`src/hdl/seq_consts.svh`:
```
`ifndef SEQ_CONSTS_SVH
`define SEQ_CONSTS_SVH

// field widths
`define BUF_AW              10
`define OPC_W               10
`define SR_MASK_W           16
`define OFS_W               5

// prefetch cycle points
// the counter idles at the last count
`define PF_CYCLES_LAST      6'd54
`define PF_DONE_CYC         6'd53
`define PF_MASK_CYC         6'd52
`define PF_ADDR_STOP_CYC    6'd49
`define PF_CHAIN_RST_CYC    6'd36
`define PF_HOLD_CYC         6'd33
`define PF_SHIFT_ON_CYC     6'd3
`define PF_WE_ON_CYC        6'd2

// image word writes into the buffer
`define PF_WR_CYC0          6'd19
`define PF_WR_CYC1          6'd36
`define PF_WR_CYC2          6'd53
`define BUF_IMG_ADDR0       10'd960
`define BUF_IMG_ADDR1       10'd961
`define BUF_IMG_ADDR2       10'd962

// data offset revisions
`define PF_OFS_CYC1         6'd18
`define PF_OFS_CYC2         6'd35
`define PF_OFS1             5'd22
`define PF_OFS2             5'd28

// last line only keeps the upper twelve bits
`define PF_MASK_VALUE       16'hFFF0

// layer result words
`define BUF_L1_ADDR         10'd920
`define BUF_L2_ADDR         10'd921

// weight sweeps on port a
`define L1_W_FIRST          10'd0
`define L1_W_LAST           10'd767
`define L2_W_FIRST          10'd768
`define L2_W_LAST           10'd895
`define L3_W_FIRST          10'd896
`define L3_W_LAST           10'd905

// layer cycle points
`define L1_STOP_CYC         10'd767
`define L1_WR_CYC           10'd778
`define L1_NEXT_CYC         10'd779
`define L2_START_CYC        10'd780
`define L2_STOP_CYC         10'd907
`define L2_WR_CYC           10'd918
`define L2_NEXT_CYC         10'd920
`define L3_STOP_CYC         10'd939

`endif

```
`src/hdl/seq_pkg.sv`:
```
`include "seq_consts.svh"

package seq_pkg;

    typedef enum logic [1:0] {
        RST  = 2'd0,
        INIT = 2'd1,
        RUN  = 2'd2,
        DONE = 2'd3
    } seq_state_e;

    typedef enum logic [1:0] {
        L1 = 2'd0,
        L2 = 2'd1,
        L3 = 2'd2
    } layer_e;

    // shift register controls
    typedef struct packed {
        logic                   word_rst;
        logic                   word_we;
        logic [`SR_MASK_W-1:0]  word_mask;
        logic                   chain_rst;
        logic                   shift;
    } sr_ctl_t;

    // buffer port b
    typedef struct packed {
        logic [`BUF_AW-1:0]     addr;
        logic                   we;
    } port_b_t;

    typedef struct packed {
        sr_ctl_t                sr;
        port_b_t                pb;
        logic                   active;
    } pf_ctl_t;

    typedef struct packed {
        logic                   word_rst;
        logic                   chain_rst;
        port_b_t                pb;
    } ly_ctl_t;

    typedef struct packed {
        logic                   acc_rst;
        logic                   acc_en;
        logic                   accval_ld;
        logic                   coeff_sel;
    } acc_ctl_t;

    // image rom address travels beside this with IAW bits
    typedef struct packed {
        logic                   rst;
        logic                   hold;
        logic [`OFS_W-1:0]      offset;
        logic                   offset_we;
    } imgrom_ctl_t;

endpackage

```
`src/hdl/control_merge.sv`:
```
`timescale 1ns/1ps

module control_merge (
    input  logic             i_CLK,
    input  logic             i_RST_n,
    input  seq_pkg::pf_ctl_t i_pf,
    input  seq_pkg::ly_ctl_t i_ly,
    output seq_pkg::sr_ctl_t o_sr,
    output seq_pkg::port_b_t o_pb
);

    always_ff @(posedge i_CLK) begin
        if (!i_RST_n) begin
            o_sr <= '0;
            o_pb <= '0;
        end else begin
            // resets come from either side
            o_sr.word_rst  <= i_pf.sr.word_rst | i_ly.word_rst;
            o_sr.chain_rst <= i_pf.sr.chain_rst | i_ly.chain_rst;
            // word write, mask and shift are prefetch only
            o_sr.word_we   <= i_pf.sr.word_we;
            o_sr.word_mask <= i_pf.sr.word_mask;
            o_sr.shift     <= i_pf.sr.shift;

            // prefetch owns port b while it runs
            o_pb.addr <= i_pf.active ? i_pf.pb.addr : i_ly.pb.addr;
            o_pb.we   <= i_pf.pb.we | i_ly.pb.we;
        end
    end

endmodule

```
`src/hdl/image_prefetch.sv`:
```
`timescale 1ns/1ps
`include "seq_consts.svh"

module image_prefetch #(
    parameter int IAW = 10
) (
    input  logic                 i_CLK,
    input  logic                 i_RST_n,
    input  logic                 i_start,
    output logic                 o_done,
    output logic [IAW-1:0]       o_img_addr,
    output seq_pkg::imgrom_ctl_t o_imgrom,
    output seq_pkg::pf_ctl_t     o_pf
);

    import seq_pkg::*;

    logic       run;
    logic [5:0] cyc;
    sr_ctl_t    sr_q;
    port_b_t    pb_q;

    // run bit doubles as port b ownership for the merge
    assign o_pf = '{sr: sr_q, pb: pb_q, active: run};

    //////////////////////////////////////////////////////////////////////
    // cycle-counted strobes
    //////////////////////////////////////////////////////////////////////

    always_ff @(posedge i_CLK) begin
        if (!i_RST_n || !run) begin
            run                <= i_RST_n && i_start;
            o_done             <= 1'b0;
            cyc                <= `PF_CYCLES_LAST;
            o_imgrom.rst       <= 1'b1;
            o_imgrom.hold      <= 1'b1;
            o_imgrom.offset    <= '0;
            o_imgrom.offset_we <= 1'b0;
            sr_q               <= '0;
            pb_q               <= '0;
        end else begin
            // held one cycle past done so the 962 write keeps port b
            run    <= !o_done;
            o_done <= (cyc == `PF_DONE_CYC);
            cyc    <= (cyc == `PF_CYCLES_LAST) ? 6'd0 : cyc + 6'd1;

            o_imgrom.rst  <= (cyc == 6'd0) || (cyc >= `PF_MASK_CYC);
            o_imgrom.hold <= (cyc == `PF_HOLD_CYC);

            sr_q.word_rst  <= (cyc == 6'd0);
            sr_q.chain_rst <= (cyc == `PF_CHAIN_RST_CYC);
            sr_q.word_mask <= (cyc == `PF_MASK_CYC) ? `PF_MASK_VALUE : '0;
            sr_q.word_we   <= (cyc == `PF_WE_ON_CYC) ? 1'b1 :
                              (cyc == `PF_DONE_CYC)  ? 1'b0 : sr_q.word_we;
            sr_q.shift     <= (cyc == `PF_SHIFT_ON_CYC) ? 1'b1 :
                              (cyc == `PF_DONE_CYC)     ? 1'b0 : sr_q.shift;

            // one buffer word per image line group
            pb_q.we <= 1'b1;
            case (cyc)
                `PF_WR_CYC0: pb_q.addr <= `BUF_IMG_ADDR0;
                `PF_WR_CYC1: pb_q.addr <= `BUF_IMG_ADDR1;
                `PF_WR_CYC2: pb_q.addr <= `BUF_IMG_ADDR2;
                default: begin
                    pb_q.we   <= 1'b0;
                    pb_q.addr <= '0;
                end
            endcase

            // offset revisions
            o_imgrom.offset_we <= 1'b1;
            case (cyc)
                6'd0:         o_imgrom.offset <= '0;
                `PF_OFS_CYC1: o_imgrom.offset <= `PF_OFS1;
                `PF_OFS_CYC2: o_imgrom.offset <= `PF_OFS2;
                `PF_DONE_CYC: o_imgrom.offset <= '0;
                default:      o_imgrom.offset_we <= 1'b0;
            endcase
        end
    end

    //////////////////////////////////////////////////////////////////////
    // image rom address
    //////////////////////////////////////////////////////////////////////

    // carries on between images, so each run reads the next image
    always_ff @(posedge i_CLK) begin
        if (!i_RST_n) begin
            o_img_addr <= '1;
        end else if (run && !o_imgrom.hold && cyc <= `PF_ADDR_STOP_CYC) begin
            o_img_addr <= o_img_addr + IAW'(1);
        end
    end

endmodule

```
`src/hdl/layer_sequencer.sv`:
```
`timescale 1ns/1ps
`include "seq_consts.svh"

module layer_sequencer (
    input  logic               i_CLK,
    input  logic               i_RST_n,
    input  logic               i_start,
    output logic               o_done,
    output logic [`BUF_AW-1:0] o_pa_addr,
    output seq_pkg::acc_ctl_t  o_acc,
    output seq_pkg::ly_ctl_t   o_ly
);

    import seq_pkg::*;

    logic               run;
    layer_e             layer;
    logic [`OPC_W-1:0]  opcnt;
    // weight sweep finished, waiting for write-back
    logic               stop;

    always_ff @(posedge i_CLK) begin
        if (!i_RST_n || !run) begin
            run             <= i_RST_n && i_start;
            o_done          <= 1'b0;
            layer           <= L1;
            opcnt           <= '0;
            stop            <= 1'b0;
            o_pa_addr       <= `L1_W_FIRST;
            o_ly.word_rst   <= 1'b0;
            o_ly.chain_rst  <= 1'b0;
            o_ly.pb.addr    <= `BUF_IMG_ADDR0;
            o_ly.pb.we      <= 1'b0;
            o_acc.acc_rst   <= 1'b1;
            o_acc.acc_en    <= 1'b0;
            o_acc.accval_ld <= 1'b0;
            o_acc.coeff_sel <= 1'b0;
        end else begin
            o_done         <= 1'b0;
            opcnt          <= opcnt + 1'b1;
            o_ly.pb.we     <= 1'b0;
            o_ly.word_rst  <= 1'b0;
            o_ly.chain_rst <= 1'b0;
            case (layer)
                ////////////////////////////////////////////////////////////////
                L1: begin
                    o_acc.coeff_sel <= 1'b0;
                    if (!stop) begin
                        o_pa_addr <= (o_pa_addr == `L1_W_LAST) ? `L1_W_FIRST :
                                     o_pa_addr + 1'b1;
                        // port b cycles over the three image words
                        o_ly.pb.addr <= (o_ly.pb.addr == `BUF_IMG_ADDR2) ? `BUF_IMG_ADDR0 :
                                        o_ly.pb.addr + 1'b1;
                        o_acc.acc_rst   <= 1'b0;
                        o_acc.acc_en    <= (o_ly.pb.addr[1:0] == 2'd1) ||
                                           (o_ly.pb.addr[1:0] == 2'd2);
                        o_acc.accval_ld <= (o_ly.pb.addr[1:0] == 2'd2);
                        o_ly.word_rst   <= (opcnt == '0);
                        o_ly.chain_rst  <= (opcnt == '0);
                        stop            <= (opcnt == `L1_STOP_CYC);
                    end else begin
                        o_ly.pb.addr    <= `BUF_L1_ADDR;
                        o_ly.pb.we      <= (opcnt == `L1_WR_CYC);
                        o_acc.acc_en    <= 1'b0;
                        o_acc.accval_ld <= 1'b0;
                        if (opcnt == `L1_NEXT_CYC) begin
                            layer         <= L2;
                            stop          <= 1'b0;
                            o_pa_addr     <= `L2_W_FIRST;
                            o_acc.acc_rst <= 1'b1;
                        end
                    end
                end
                ////////////////////////////////////////////////////////////////
                L2: begin
                    o_acc.coeff_sel <= 1'b1;
                    if (!stop) begin
                        o_pa_addr <= (o_pa_addr == `L2_W_LAST) ? `L2_W_FIRST :
                                     o_pa_addr + 1'b1;
                        // reads back the layer 1 word
                        o_ly.pb.addr    <= `BUF_L1_ADDR;
                        o_acc.acc_rst   <= 1'b0;
                        o_acc.accval_ld <= 1'b1;
                        o_ly.word_rst   <= (opcnt == `L2_START_CYC);
                        o_ly.chain_rst  <= (opcnt == `L2_START_CYC);
                        stop            <= (opcnt == `L2_STOP_CYC);
                    end else begin
                        o_ly.pb.addr    <= `BUF_L2_ADDR;
                        o_ly.pb.we      <= (opcnt == `L2_WR_CYC);
                        o_acc.accval_ld <= 1'b0;
                        if (opcnt == `L2_NEXT_CYC) begin
                            layer         <= L3;
                            stop          <= 1'b0;
                            o_pa_addr     <= `L3_W_FIRST;
                            o_acc.acc_rst <= 1'b1;
                        end
                    end
                end
                ////////////////////////////////////////////////////////////////
                L3: begin
                    if (!stop) begin
                        o_pa_addr <= (o_pa_addr == `L3_W_LAST) ? `L3_W_FIRST :
                                     o_pa_addr + 1'b1;
                        o_ly.pb.addr  <= `BUF_L2_ADDR;
                        o_acc.acc_rst <= 1'b0;
                        stop          <= (opcnt == `L3_STOP_CYC);
                    end else begin
                        // back to idle once the image is finished
                        layer     <= L1;
                        o_pa_addr <= `L1_W_FIRST;
                        o_done    <= 1'b1;
                        run       <= 1'b0;
                    end
                end
                default: layer <= L1;
            endcase
        end
    end

endmodule

```
`src/hdl/mnist_sequencer.sv`:
```
`timescale 1ns/1ps
`include "seq_consts.svh"

module mnist_sequencer #(
    parameter int IAW    = 10,
    parameter int IMGNUM = 2
) (
    input  logic                  i_CLK,
    input  logic                  i_RST_n,
    input  logic                  i_STARTSW,
    output logic                  o_DONELED,

    // image rom
    output logic [IAW-1:0]        o_IMGROM_ADDR,
    output logic                  o_IMGROM_RST,
    output logic                  o_IMGROM_HOLD,
    output logic [`OFS_W-1:0]     o_IMGROM_DATA_OFFSET,
    output logic                  o_IMGROM_DATA_OFFSET_WE,

    // shared buffer
    output logic [`BUF_AW-1:0]    o_WEIGHTROM_PA_ADDR,
    output logic [`BUF_AW-1:0]    o_WEIGHTROM_PB_ADDR,
    output logic                  o_WEIGHTROM_PB_WE,

    // shift register
    output logic                  o_SR_WORD_RST,
    output logic                  o_SR_WORD_WE,
    output logic [`SR_MASK_W-1:0] o_SR_WORD_MASK,
    output logic                  o_SR_CHAIN_RST,
    output logic                  o_SR_CHAIN_SHIFT,

    // accumulator and post calc
    output logic                  o_ACC_RST,
    output logic                  o_ACC_EN,
    output logic                  o_ACCVAL_LD,
    output logic                  o_COEFF_SEL
);

    import seq_pkg::*;

    logic        pf_start;
    logic        pf_done;
    logic        ly_start;
    logic        ly_done;
    imgrom_ctl_t imgrom;
    pf_ctl_t     pf;
    ly_ctl_t     ly;
    acc_ctl_t    acc;
    sr_ctl_t     sr;
    port_b_t     pb;

    run_control #(.IMGNUM(IMGNUM)) u_run_control (
        .i_CLK      (i_CLK),
        .i_RST_n    (i_RST_n),
        .i_STARTSW  (i_STARTSW),
        .i_pf_done  (pf_done),
        .i_ly_done  (ly_done),
        .o_pf_start (pf_start),
        .o_ly_start (ly_start),
        .o_DONELED  (o_DONELED)
    );

    image_prefetch #(.IAW(IAW)) u_image_prefetch (
        .i_CLK      (i_CLK),
        .i_RST_n    (i_RST_n),
        .i_start    (pf_start),
        .o_done     (pf_done),
        .o_img_addr (o_IMGROM_ADDR),
        .o_imgrom   (imgrom),
        .o_pf       (pf)
    );

    layer_sequencer u_layer_sequencer (
        .i_CLK      (i_CLK),
        .i_RST_n    (i_RST_n),
        .i_start    (ly_start),
        .o_done     (ly_done),
        .o_pa_addr  (o_WEIGHTROM_PA_ADDR),
        .o_acc      (acc),
        .o_ly       (ly)
    );

    control_merge u_control_merge (
        .i_CLK      (i_CLK),
        .i_RST_n    (i_RST_n),
        .i_pf       (pf),
        .i_ly       (ly),
        .o_sr       (sr),
        .o_pb       (pb)
    );

    // flat outputs
    assign o_IMGROM_RST            = imgrom.rst;
    assign o_IMGROM_HOLD           = imgrom.hold;
    assign o_IMGROM_DATA_OFFSET    = imgrom.offset;
    assign o_IMGROM_DATA_OFFSET_WE = imgrom.offset_we;

    assign o_WEIGHTROM_PB_ADDR     = pb.addr;
    assign o_WEIGHTROM_PB_WE       = pb.we;

    assign o_SR_WORD_RST           = sr.word_rst;
    assign o_SR_WORD_WE            = sr.word_we;
    assign o_SR_WORD_MASK          = sr.word_mask;
    assign o_SR_CHAIN_RST          = sr.chain_rst;
    assign o_SR_CHAIN_SHIFT        = sr.shift;

    assign o_ACC_RST               = acc.acc_rst;
    assign o_ACC_EN                = acc.acc_en;
    assign o_ACCVAL_LD             = acc.accval_ld;
    assign o_COEFF_SEL             = acc.coeff_sel;

endmodule

```
`src/hdl/run_control.sv`:
```
`timescale 1ns/1ps

module run_control #(
    parameter int IMGNUM = 2
) (
    input  logic i_CLK,
    input  logic i_RST_n,
    input  logic i_STARTSW,
    input  logic i_pf_done,
    input  logic i_ly_done,
    output logic o_pf_start,
    output logic o_ly_start,
    output logic o_DONELED
);

    import seq_pkg::*;

    localparam int CW = $clog2(IMGNUM + 1);

    seq_state_e     state;
    logic [CW-1:0]  img_cnt;

    always_ff @(posedge i_CLK) begin
        if (!i_RST_n) begin
            state      <= RST;
            img_cnt    <= '0;
            o_pf_start <= 1'b0;
            o_ly_start <= 1'b0;
            o_DONELED  <= 1'b0;
        end else begin
            // start strobes last one cycle
            o_pf_start <= 1'b0;
            o_ly_start <= 1'b0;
            case (state)
                RST: begin
                    if (i_STARTSW) begin
                        state      <= INIT;
                        o_pf_start <= 1'b1;
                    end
                end
                INIT: begin
                    if (i_pf_done) begin
                        state      <= RUN;
                        o_ly_start <= 1'b1;
                    end
                end
                RUN: begin
                    if (i_ly_done) begin
                        img_cnt <= img_cnt + 1'b1;
                        if (img_cnt == CW'(IMGNUM - 1)) begin
                            state <= DONE;
                        end else begin
                            state      <= INIT;
                            o_pf_start <= 1'b1;
                        end
                    end
                end
                DONE: begin
                    // lit until reset
                    o_DONELED <= 1'b1;
                end
                default: state <= RST;
            endcase
        end
    end

endmodule

```
`config.mk`:
```
export PLATFORM = sky130hd
export DESIGN_NAME = mnist_sequencer
export DESIGN_NICKNAME = d
export VERILOG_FILES = /design/src/hdl/seq_pkg.sv /design/src/hdl/control_merge.sv /design/src/hdl/image_prefetch.sv /design/src/hdl/layer_sequencer.sv /design/src/hdl/mnist_sequencer.sv /design/src/hdl/run_control.sv
export VERILOG_INCLUDE_DIRS = /design/src /design/src/hdl
export SDC_FILE = /design/constraint.sdc
export NUM_CORES = 1
export LEC_CHECK = 0
export BUFFER_PORTS_ARGS = -buffer_cell sky130_fd_sc_hd__buf_2
export CAP_MARGIN = 20
export CORE_ASPECT_RATIO = 0.9
export CORE_MARGIN = 2
export CORE_UTILIZATION = 50
export CTS_CLUSTER_DIAMETER = 50
export DETAILED_ROUTE_END_ITERATION = 12
export GPL_TIMING_DRIVEN = 0
export PLACE_DENSITY_LB_ADDON = 0.12
export RECOVER_POWER = 100
export SLEW_MARGIN = 20
export SYNTH_ARGS = -nofsm -noshare
export SYNTH_HDL_FRONTEND = slang
export SYNTH_HIERARCHICAL = 1
export SYNTH_SLANG_ARGS = --single-unit
```
`constraint.sdc`:
```
create_clock -name i_CLK -period 2.5 [get_ports i_CLK]
set_input_delay 0.25 -clock i_CLK [delete_from_list [all_inputs] [get_ports i_CLK]]
set_output_delay 0.25 -clock i_CLK [all_outputs]
set_load 0.02 [all_outputs]
```
==> impl_metrics.csv, run 1 <==
group,metric,value,unit
hold_path,worstHoldStart,"i_STARTSW",
cts,clk_latency,350,ps
grt,grt_usage,20.7,%
grt,antenna_found_initial,0,
flow_run,maxCapViolations,0,
power_and_ir_drop,cellPowerDensity,591,nW/µm²
cts,cts-root-buf,"clkbuf_16",
synth,yosys_warnings,6,
synth,synth_top_area_cell,"dfxtp_1",
place,pre_cts_slack,-107,ps
synth,netlist.area_leader.share,40.1,%
cts,htreeDepth,3,
sta,period_minus_slack,2390,ps
sta,setup_viol,0,
critical_path,critPathArrivalTime,2670,ps
sta,postLayoutSetupSlackWorst,108,ps
sta,hold_violations,0,
final_layout,nets,723,
synth,syn_area,5440,µm²
critical_path,cp-end-kind,"register",
synth,yosys_most_used_dff,"dfxtp_1",
power_and_ir_drop,p_leak,2.39,nW
synth,synthCells,615,
cts,post_cts_buffers,0,
critical_path,r2r-end,"u_layer_sequencer/o_pa_addr[6]",
sta,final.setup.tns,0,ps
critical_path,r2r_slack,110,ps
place,portBuffers,65,
drt,drcViolationCount,0,
cts,cts.path.max_buffers,2,
drt,drt_iter0_drc,239,
die,core_area,10700,µm²
final_layout,diodes,0,
sta,fin_crit_sh,95.7,%
critical_path,start_kind,"register",
cts,path_clk_slew,70,ps
synth,synth_edf_count,1,
grt,grt_max_degree,20,
synth,yosys-top-cells-area,"dfxtp_1, ha_1, buf_4, nand3_1, nor2_1",
die,io_pins,67,
power_and_ir_drop,seqPwrFrac,50.0,%
sta,clock_skew,5.14,ps
synth,ys_seq_elements,110,
critical_path,cpMostUsedCell,"inv_1",
cts,cts_tree,"built",
drt,drt_wl_total,12100,µm
grt,grt_pass1_vias,4079,
critical_path,cpMaxStageDelayCell,"or4_1",
hold_path,min_path_type,"in -> reg",
power_and_ir_drop,pwr-share-comb,9.1,%
power_and_ir_drop,internal-power,0.00275,W
power_and_ir_drop,swShare,24.6,%
critical_path,startpoint,"u_layer_sequencer/layer[0]",
power_and_ir_drop,pwr-share-clk,40.9,%
grt,grt_pass1_wl,19700,µm
die,fp.dieW,114,µm
drt,vias,4534,
sta,worstMarginPinSlew,957,ps
critical_path,path_class,"reg -> reg",
critical_path,rr_worst_depth,7,
die,die_area,11700,µm²
place,dpl.hpwl,8680,µm
sta,max-slew-margin-rel,34.6,%
drt,ant_nets,0,
outcome,status,"finished, final reports clean",
cts,cts_made_buffers,9,
die,initial_utilization,50.8,%
critical_path,path_max_fanout,8,
drt,wire_per_inst,14.5,µm
drt,drtPass1Iterations,4,
critical_path,crit_chain,"inv_1 -> ha_1 -> inv_1 -> a31oi_4 -> a221o_1 -> or4_1 -> a21oi_1",
synth,yosysMostFrequentCell,"dfxtp_1",
place,place_congestion,0.910,
die,rows,36,
synth,syn_area_per_cell,8.85,µm²
final_layout,fillerInstances,1004,
sta,drv_slew,0,
drt,routed_via_density,5.43,
synth,ys_types,72,
hold_path,hold_path_depth,3,
sta,fmax,418,MHz
synth,ys_seq_area_share,40.7,%
power_and_ir_drop,ir_worst_vdd,0.000337,V
die,die_h,103,µm
critical_path,r2r_start,"u_layer_sequencer/layer[0]",
final_layout,area_growth,13.5,%
critical_path,critPathMaxStageDelay,540,ps
final_layout,final_layout_size_suffix_gt1_share,9.83,%
cts,cts.sink_count,110,
synth,synth_commonest_cells,"dfxtp_1, nor2_1, nand3_1, nand2_1, buf_4",
grt,grt_overflow_total,0,
critical_path,worstPathRequired,2780,ps
hold_path,hold_path_end,"u_run_control/o_pf_start",
sta,rsz0062_at_grt,"no",
synth,synthArstFlopShare,0,%
power_and_ir_drop,switching_power,0.000899,W
what timing repair did:
item,in CTS,in global routing
endpoints found under the setup margin,6,9
hold buffers,0,0
gates resized for setup,3,4
cell families (layout without fill, tap and decap cells):
| group | after synthesis | count (layout) | share of synthesized area, % |
|---|---|---|---|
| and+or+nand+nor | 254 | 254 | 25.6 |
| muxes | 16 | 16 | 2.99 |
| xor gates and xnor gates | 12 | 12 | 1.93 |
| buffers and inverters | 80 | 159 | 8.14 |
| other | 1 | 9 | 0.0689 |
| AOI/OAI and AO/OA | 119 | 119 | 15.3 |
| DFF | 110 | 110 | 40.7 |
| adders and majority gates | 23 | 23 | 5.29 |
worst max-delay path by stage:
stage                                                 to  slack [ps]  cells past startpoint
after global placement    u_layer_sequencer/o_pa_addr[5]         -50                      6
after global routing      u_layer_sequencer/o_pa_addr[6]           2                      7
after CTS                      u_layer_sequencer/o_ly[6]          80                      8
after detailed placement  u_layer_sequencer/o_pa_addr[5]        -110                      6
final                     u_layer_sequencer/o_pa_addr[6]         110                      7
after floorplan                u_layer_sequencer/o_ly[6]         340                      8
stage by stage:
stage	area [µm²]	std cells	power (W)	hold slack, ps	util, %
finish	6180	835	0.00365	199	57.6
global route	6180	835	0.00381	195	57.6
CTS	6290	837	0.00373	188	58.7
detailed placement	5960	821	0.00224	420	55.6
global placement	5960	821	0.00222	414	55.6
floorplan	5470	623	0.00215	372	-
per-layer routing:
metal,track usage [%],vias up,part of all wire [%]
li1,-,2330,-
met1,29.1,2089,50
met2,32.2,99,44
met3,4.82,16,4.2
met4,5.82,0,1.4
met5,0,-,0
area by class of cell:
type	count	area (µm²)	share of cell area (%)
sequential	110	2210	35.8
tap	133	166	2.69
multi-input combinational	433	2820	45.7
buffer	56	335	5.43
timing repair buffer	65	245	3.97
clock inverter	6	75.1	1.22
inverter	22	82.6	1.34
clock buffer	10	239	3.87
power by group through the flow:
stage | sequential [W] | clock (W) | combinational, W
final | 0.00183 | 0.00149 | 0.000332
after global routing | 0.00183 | 0.00161 | 0.000367
after CTS | 0.00182 | 0.00153 | 0.000370
after detailed placement | 0.00187 | 0 | 0.000369
after global placement | 0.00186 | 0 | 0.000362
after floorplan | 0.00188 | 0 | 0.000270
worst max-delay path, delay by kind of cell, from the launching register on:
kind | cells | cell delay [ps]
simple gates | 1 | 540
compound gates | 3 | 760
flops | 1 | 410
fa+ha+maj | 1 | 290
buf+inv | 2 | 320
state kept, by name (all words and copies together) (netlist names):
name and flops:
u_control_merge/o_pb 11, u_control_merge/o_sr 20, u_image_prefetch/cyc 6, u_image_prefetch/o_img_addr 10, u_image_prefetch/o_imgrom 6, u_image_prefetch/o_pf 8
u_image_prefetch/run 1, u_layer_sequencer/layer 2, u_layer_sequencer/o_acc 4, u_layer_sequencer/o_done 1, u_layer_sequencer/o_ly 12, u_layer_sequencer/o_pa_addr 10
u_layer_sequencer/opcnt 10, u_layer_sequencer/run 1, u_layer_sequencer/stop 1, u_run_control/img_cnt 2, u_run_control/o_DONELED 1, u_run_control/o_ly_start 1
u_run_control/o_pf_start 1, u_run_control/state 2
cell usage in the layout (no fill, tap or decap), drive strengths merged, types with 25 or more instances in the layout:
cell type,netlist,final
clkbuf,16,98
nand2,39,39
a21oi,30,30
o21ai,27,27
dfxtp,109,109
inv,22,25
buf,42,33
nand3,40,40
nor2,48,48
(Power assumes the default switching activity.)
==> inputs of run 2 (changes only) <==
Settings changed: BUFFER_PORTS_ARGS -buffer_cell sky130_fd_sc_hd__buf_2 to -buffer_cell sky130_fd_sc_hd__clkbuf_2.
==> impl_metrics.csv, run 2 (same netlist as run 1, synthesis figures left out) <==
group,metric,value,unit
power_and_ir_drop,ir_worst_vdd,0.000495,V
drt,drt_wl_total,12200,µm
place,dpl.hpwl,8770,µm
power_and_ir_drop,p_leak,2.36,nW
critical_path,start_kind,"register",
sta,max-slew-margin-rel,35.6,%
final_layout,multiInputGateArea,2820,µm²
grt,antenna_found_initial,0,
outcome,status,"finished, final reports clean",
sta,setup_viol,0,
die,core_area,10700,µm²
power_and_ir_drop,internal-power,0.00261,W
flow_run,maxCapViolations,0,
drt,drtPass1Iterations,5,
die,die_h,103,µm
cts,cts.sink_count,110,
final_layout,nets,723,
sta,postLayoutSetupSlackWorst,142,ps
grt,grt_usage,21.0,%
critical_path,worstPathRequired,2780,ps
drt,ant_nets,0,
sta,worstMarginPinSlew,941,ps
drt,routed_via_density,5.50,
final_layout,final_layout_size_suffix_gt1_share,10.1,%
grt,grt_overflow_total,0,
cts,cts_made_buffers,9,
final_layout,fillerInstances,997,
sta,final.setup.tns,0,ps
power_and_ir_drop,cellPowerDensity,569,nW/µm²
final_layout,largest_register_ffs,20,
final_layout,layout.cells.non_filler,834,
final_layout,final_common_cell,"dfxtp_1",
grt,grt_pass1_wl,19700,µm
sta,hold_violations,0,
cts,clk_latency,350,ps
sta,hold_slack,184,ps
die,rows,36,
sta,period_minus_slack,2360,ps
final_layout,utilization,57.2,%
cts,cts-root-buf,"clkbuf_16",
final_layout,layout_common_cells,"dfxtp_1, clkbuf_1, nor2_1",
cts,cts.path.max_buffers,2,
die,fp.dieW,114,µm
final_layout,largest-register,"u_control_merge/o_sr",
power_and_ir_drop,switching_power,0.000876,W
place,place_congestion,0.936,
cts,htreeDepth,3,
sta,fin_crit_sh,94.3,%
critical_path,path_class,"reg -> reg",
sta,rsz0062_at_grt,"no",
sta,fmax,424,MHz
final_layout,final-seq-area,2210,µm²
sta,drv_slew,0,
critical_path,cp-end-kind,"register",
drt,wire_per_inst,14.7,µm
die,die_area,11700,µm²
drt,drt_iter0_drc,254,
drt,drcViolationCount,0,
die,initial_utilization,50.8,%
grt,grt_max_degree,19,
final_layout,diodes,0,
die,io_pins,67,
power_and_ir_drop,pwr-share-comb,9.5,%
critical_path,critPathArrivalTime,2640,ps
place,pre_cts_slack,-76.4,ps
power_and_ir_drop,pwr-share-clk,38.2,%
sta,clock_skew,8.17,ps
cts,cts_hold_buffers,0,
critical_path,path_max_fanout,9,
drt,vias,4588,
final_layout,area_growth,12.7,%
cts,cts_tree,"built",
hold_path,min_path_type,"in -> reg",
grt,grt_pass1_vias,4025,
place,portBuffers,65,
cts,path_clk_slew,70,ps
power_and_ir_drop,swShare,25.1,%
power_and_ir_drop,seqPwrFrac,52.3,%
place,dp.cells,821,
final_layout,reg_top3,"u_control_merge/o_sr x20, u_layer_sequencer/o_ly x12, u_control_merge/o_pb x11",
[run 2: layout make-up]
cell class	instances	share of cell area (%)
well taps	133	2.71
clock inverters	6	0.755
multi-input cells	433	46.0
clock buffers	9	3.67
plain buffers	56	5.47
repair buffers	65	4.00
inverters	22	1.35
flip-flops and latches	110	36.1
[run 2: metal layers]
layer  track usage [%]  wire (µm)
met5                 0          0
met4              4.78         78
met3              5.82        598
met2              32.6       5560
met1              29.2       6000
[run 2: per-stage QoR]
stage	total power, W	instance area, µm²
floorplan	0.00215	5470
global placement	0.00223	5960
detailed placement	0.00224	5960
CTS	0.00356	6250
global route	0.00364	6130
finish	0.00349	6130
[run 2: repair_timing]
item	CTS	global route
pin swaps	0	0
gates resized for setup	3	5
setup endpoints to repair	4	10
buffers inserted	0	0
[run 2: critical path, stage by stage (launching register included)]
cell and delay [ps]:
dfxtp_1 400, inv_1 90, ha_1 180, clkbuf_1 210, and2_1 270, a221o_2 460
or4_1 530, a21oi_1 150
[run 2: worst paths after layout]
kind	startpoint	end	slack (ps)	cells after the start
worst max-delay path	u_layer_sequencer/layer[1]	u_layer_sequencer/o_pa_addr[6]	140	7
worst min-delay path	i_STARTSW	u_run_control/o_pf_start	180	3
worst max register to register	u_layer_sequencer/layer[1]	u_layer_sequencer/o_pa_addr[6]	140	7
worst min register to register	u_image_prefetch/o_pf[13]	u_control_merge/o_sr[1]	430	1
[run 2: power groups by stage]
| stage | Sequential, W | Combinational, W | Clock (W) |
|---|---|---|---|
| 2_1_floorplan | 0.00188 | 0.000270 | 0 |
| 3_3_place_gp | 0.00186 | 0.000361 | 0 |
| 3_5_place_dp | 0.00187 | 0.000370 | 0 |
| 4_1_cts | 0.00183 | 0.000371 | 0.00137 |
| 5_1_grt | 0.00183 | 0.000367 | 0.00144 |
| 6_report | 0.00182 | 0.000330 | 0.00133 |
==> inputs of run 3 (changes only) <==
Settings changed: CAP_MARGIN 20 to 30.
Clock period 2.5 ns to 2.6 ns, I/O delays scaled along.
==> impl_metrics.csv, run 3 (same netlist as run 1, synthesis figures left out) <==
group,metric,value,unit
grt,grt_overflow_total,0,
die,die_area,11700,µm²
die,io_pins,67,
final_layout,diodes,0,
final_layout,final_common_cell,"dfxtp_1",
final_layout,area_growth,12.6,%
drt,wl_met3,672,µm
final_layout,largest-register,"u_control_merge/o_sr",
cts,cts.path.max_buffers,2,
drt,wl_met2,5500,µm
drt,drcViolationCount,0,
hold_path,hold_path_depth,3,
critical_path,path_class,"reg -> reg",
cts,path_clk_slew,70,ps
sta,period_minus_slack,2460,ps
die,initial_utilization,50.8,%
cts,cts_resized,0,
drt,ant_nets,0,
final_layout,nets,725,
drt,wire_per_inst,14.6,µm
grt,grt_pass1_wl,19600,µm
cts,cts-root-buf,"clkbuf_16",
critical_path,critPathArrivalTime,2730,ps
final_layout,largest_register_ffs,20,
grt,grt_max_degree,19,
cts,cts_made_buffers,9,
hold_path,min_path_type,"in -> reg",
sta,clock_skew,8.42,ps
power_and_ir_drop,p_leak,2.37,nW
die,rows,36,
sta,max-slew-margin-rel,35.6,%
sta,rsz0062_at_grt,"no",
critical_path,r2r_start,"u_layer_sequencer/layer[0]",
sta,fin_crit_sh,94.5,%
cts,cts_hold_buffers,0,
place,place_congestion,0.936,
place,dpl.hpwl,8770,µm
drt,drt_wl_total,12200,µm
die,fp.dieW,114,µm
drt,vias,4629,
critical_path,path_max_fanout,10,
sta,hold_violations,0,
critical_path,worstPathRequired,2870,ps
cts,cts.sink_count,110,
hold_path,hold_path_end,"u_run_control/o_pf_start",
grt,antenna_found_initial,0,
flow_run,maxCapViolations,0,
final_layout,final-seq-area,2210,µm²
critical_path,start_kind,"register",
critical_path,r2r_slack,140,ps
sta,setup_viol,0,
sta,fmax,407,MHz
outcome,status,"finished, final reports clean",
critical_path,r2r-end,"u_layer_sequencer/o_ly[6]",
cts,post_cts_buffers,0,
cts,clk_latency,350,ps
sta,hold_slack,194,ps
drt,drt_iter0_drc,247,
final_layout,fillerInstances,998,
critical_path,rr_worst_depth,8,
final_layout,utilization,57.2,%
place,portBuffers,65,
power_and_ir_drop,cellPowerDensity,547,nW/µm²
critical_path,cp-end-kind,"register",
power_and_ir_drop,ir_worst_vdd,0.000473,V
drt,wl_met1,5940,µm
drt,routed_via_density,5.54,
grt,grt_pass1_vias,4019,
die,die_h,103,µm
sta,drv_slew,0,
cts,htreeDepth,3,
sta,final.setup.tns,0,ps
sta,worstMarginPinSlew,941,ps
final_layout,multiInputGateArea,2810,µm²
drt,top_layer_used,"met4",
drt,drtPass1Iterations,5,
cts,cts_tree,"built",
final_layout,final_layout_size_suffix_gt1_share,9.96,%
die,core_area,10700,µm²
final_layout,layout_common_cells,"dfxtp_1, clkbuf_1, nor2_1",
hold_path,worstHoldStart,"i_STARTSW",
final_layout,reg_top3,"u_control_merge/o_sr x20, u_layer_sequencer/o_ly x12, u_control_merge/o_pb x11",
grt,grt_usage,20.9,%
-- run 3: changes by cell type in the layout (fill, tap and decap cells not counted), sizes merged --
cell  before  now
buf       33   35
-- run 3: worst max path at each step --
stage	to	slack [ps]	depth (start not counted)	startpoint
after floorplan	u_layer_sequencer/o_ly[6]	440	8	u_layer_sequencer/layer[0]
after global placement	u_layer_sequencer/o_pa_addr[5]	50	6	u_layer_sequencer/opcnt[1]
after detailed placement	u_layer_sequencer/o_pa_addr[5]	20	7	u_layer_sequencer/layer[0]
after CTS	u_layer_sequencer/o_pa_addr[5]	10	7	u_layer_sequencer/layer[0]
after global routing	u_layer_sequencer/o_ly[6]	6	8	u_layer_sequencer/layer[0]
final	u_layer_sequencer/o_ly[6]	140	8	u_layer_sequencer/layer[0]
-- run 3: layout make-up --
cell class,instances,share of cell area [%]
inverters,22,1.35
clock buffers,9,3.68
repair buffers,65,4.00
flip-flops and latches,110,36.1
plain buffers,58,5.62
multi-input cells,433,45.8
clock inverters,6,0.756
well taps,133,2.72
-- run 3: routing by layer --
layer,GRT usage [%],vias to the layer above
li1,-,2325
met1,29.1,2171
met2,32.3,124
met3,6.06,9
met4,4.88,0
met5,0,-
-- run 3: critical path, stage by stage (launching register included) --
cell      delay [ps]
dfxtp_1          400
inv_1             90
ha_1             290
clkbuf_1         230
or2_2            390
a41oi_2          320
nand2_1          180
or3_1            340
a21oi_1          140
-- run 3: through the flow --
step	setup WS (ps)	total power, W	instances	area (µm²)
finish	144	0.00335	836	6130
global route	5.93	0.00350	836	6130
CTS	14.7	0.00342	836	6230
detailed placement	23.6	0.00215	821	5960
global placement	48.5	0.00214	821	5960
floorplan	444	0.00207	623	5470
-- run 3: where the power goes --
part / internal [W] / switching [W] / leakage, nW / total, W
logic: 0.000132 / 0.000186 / 1.34 / 0.000318
registers: 0.00173 / 0.0000281 / 0.895 / 0.00175
clock network: 0.000653 / 0.000628 / 0.134 / 0.00128
total: 0.00251 / 0.000842 / 2.37 / 0.00335
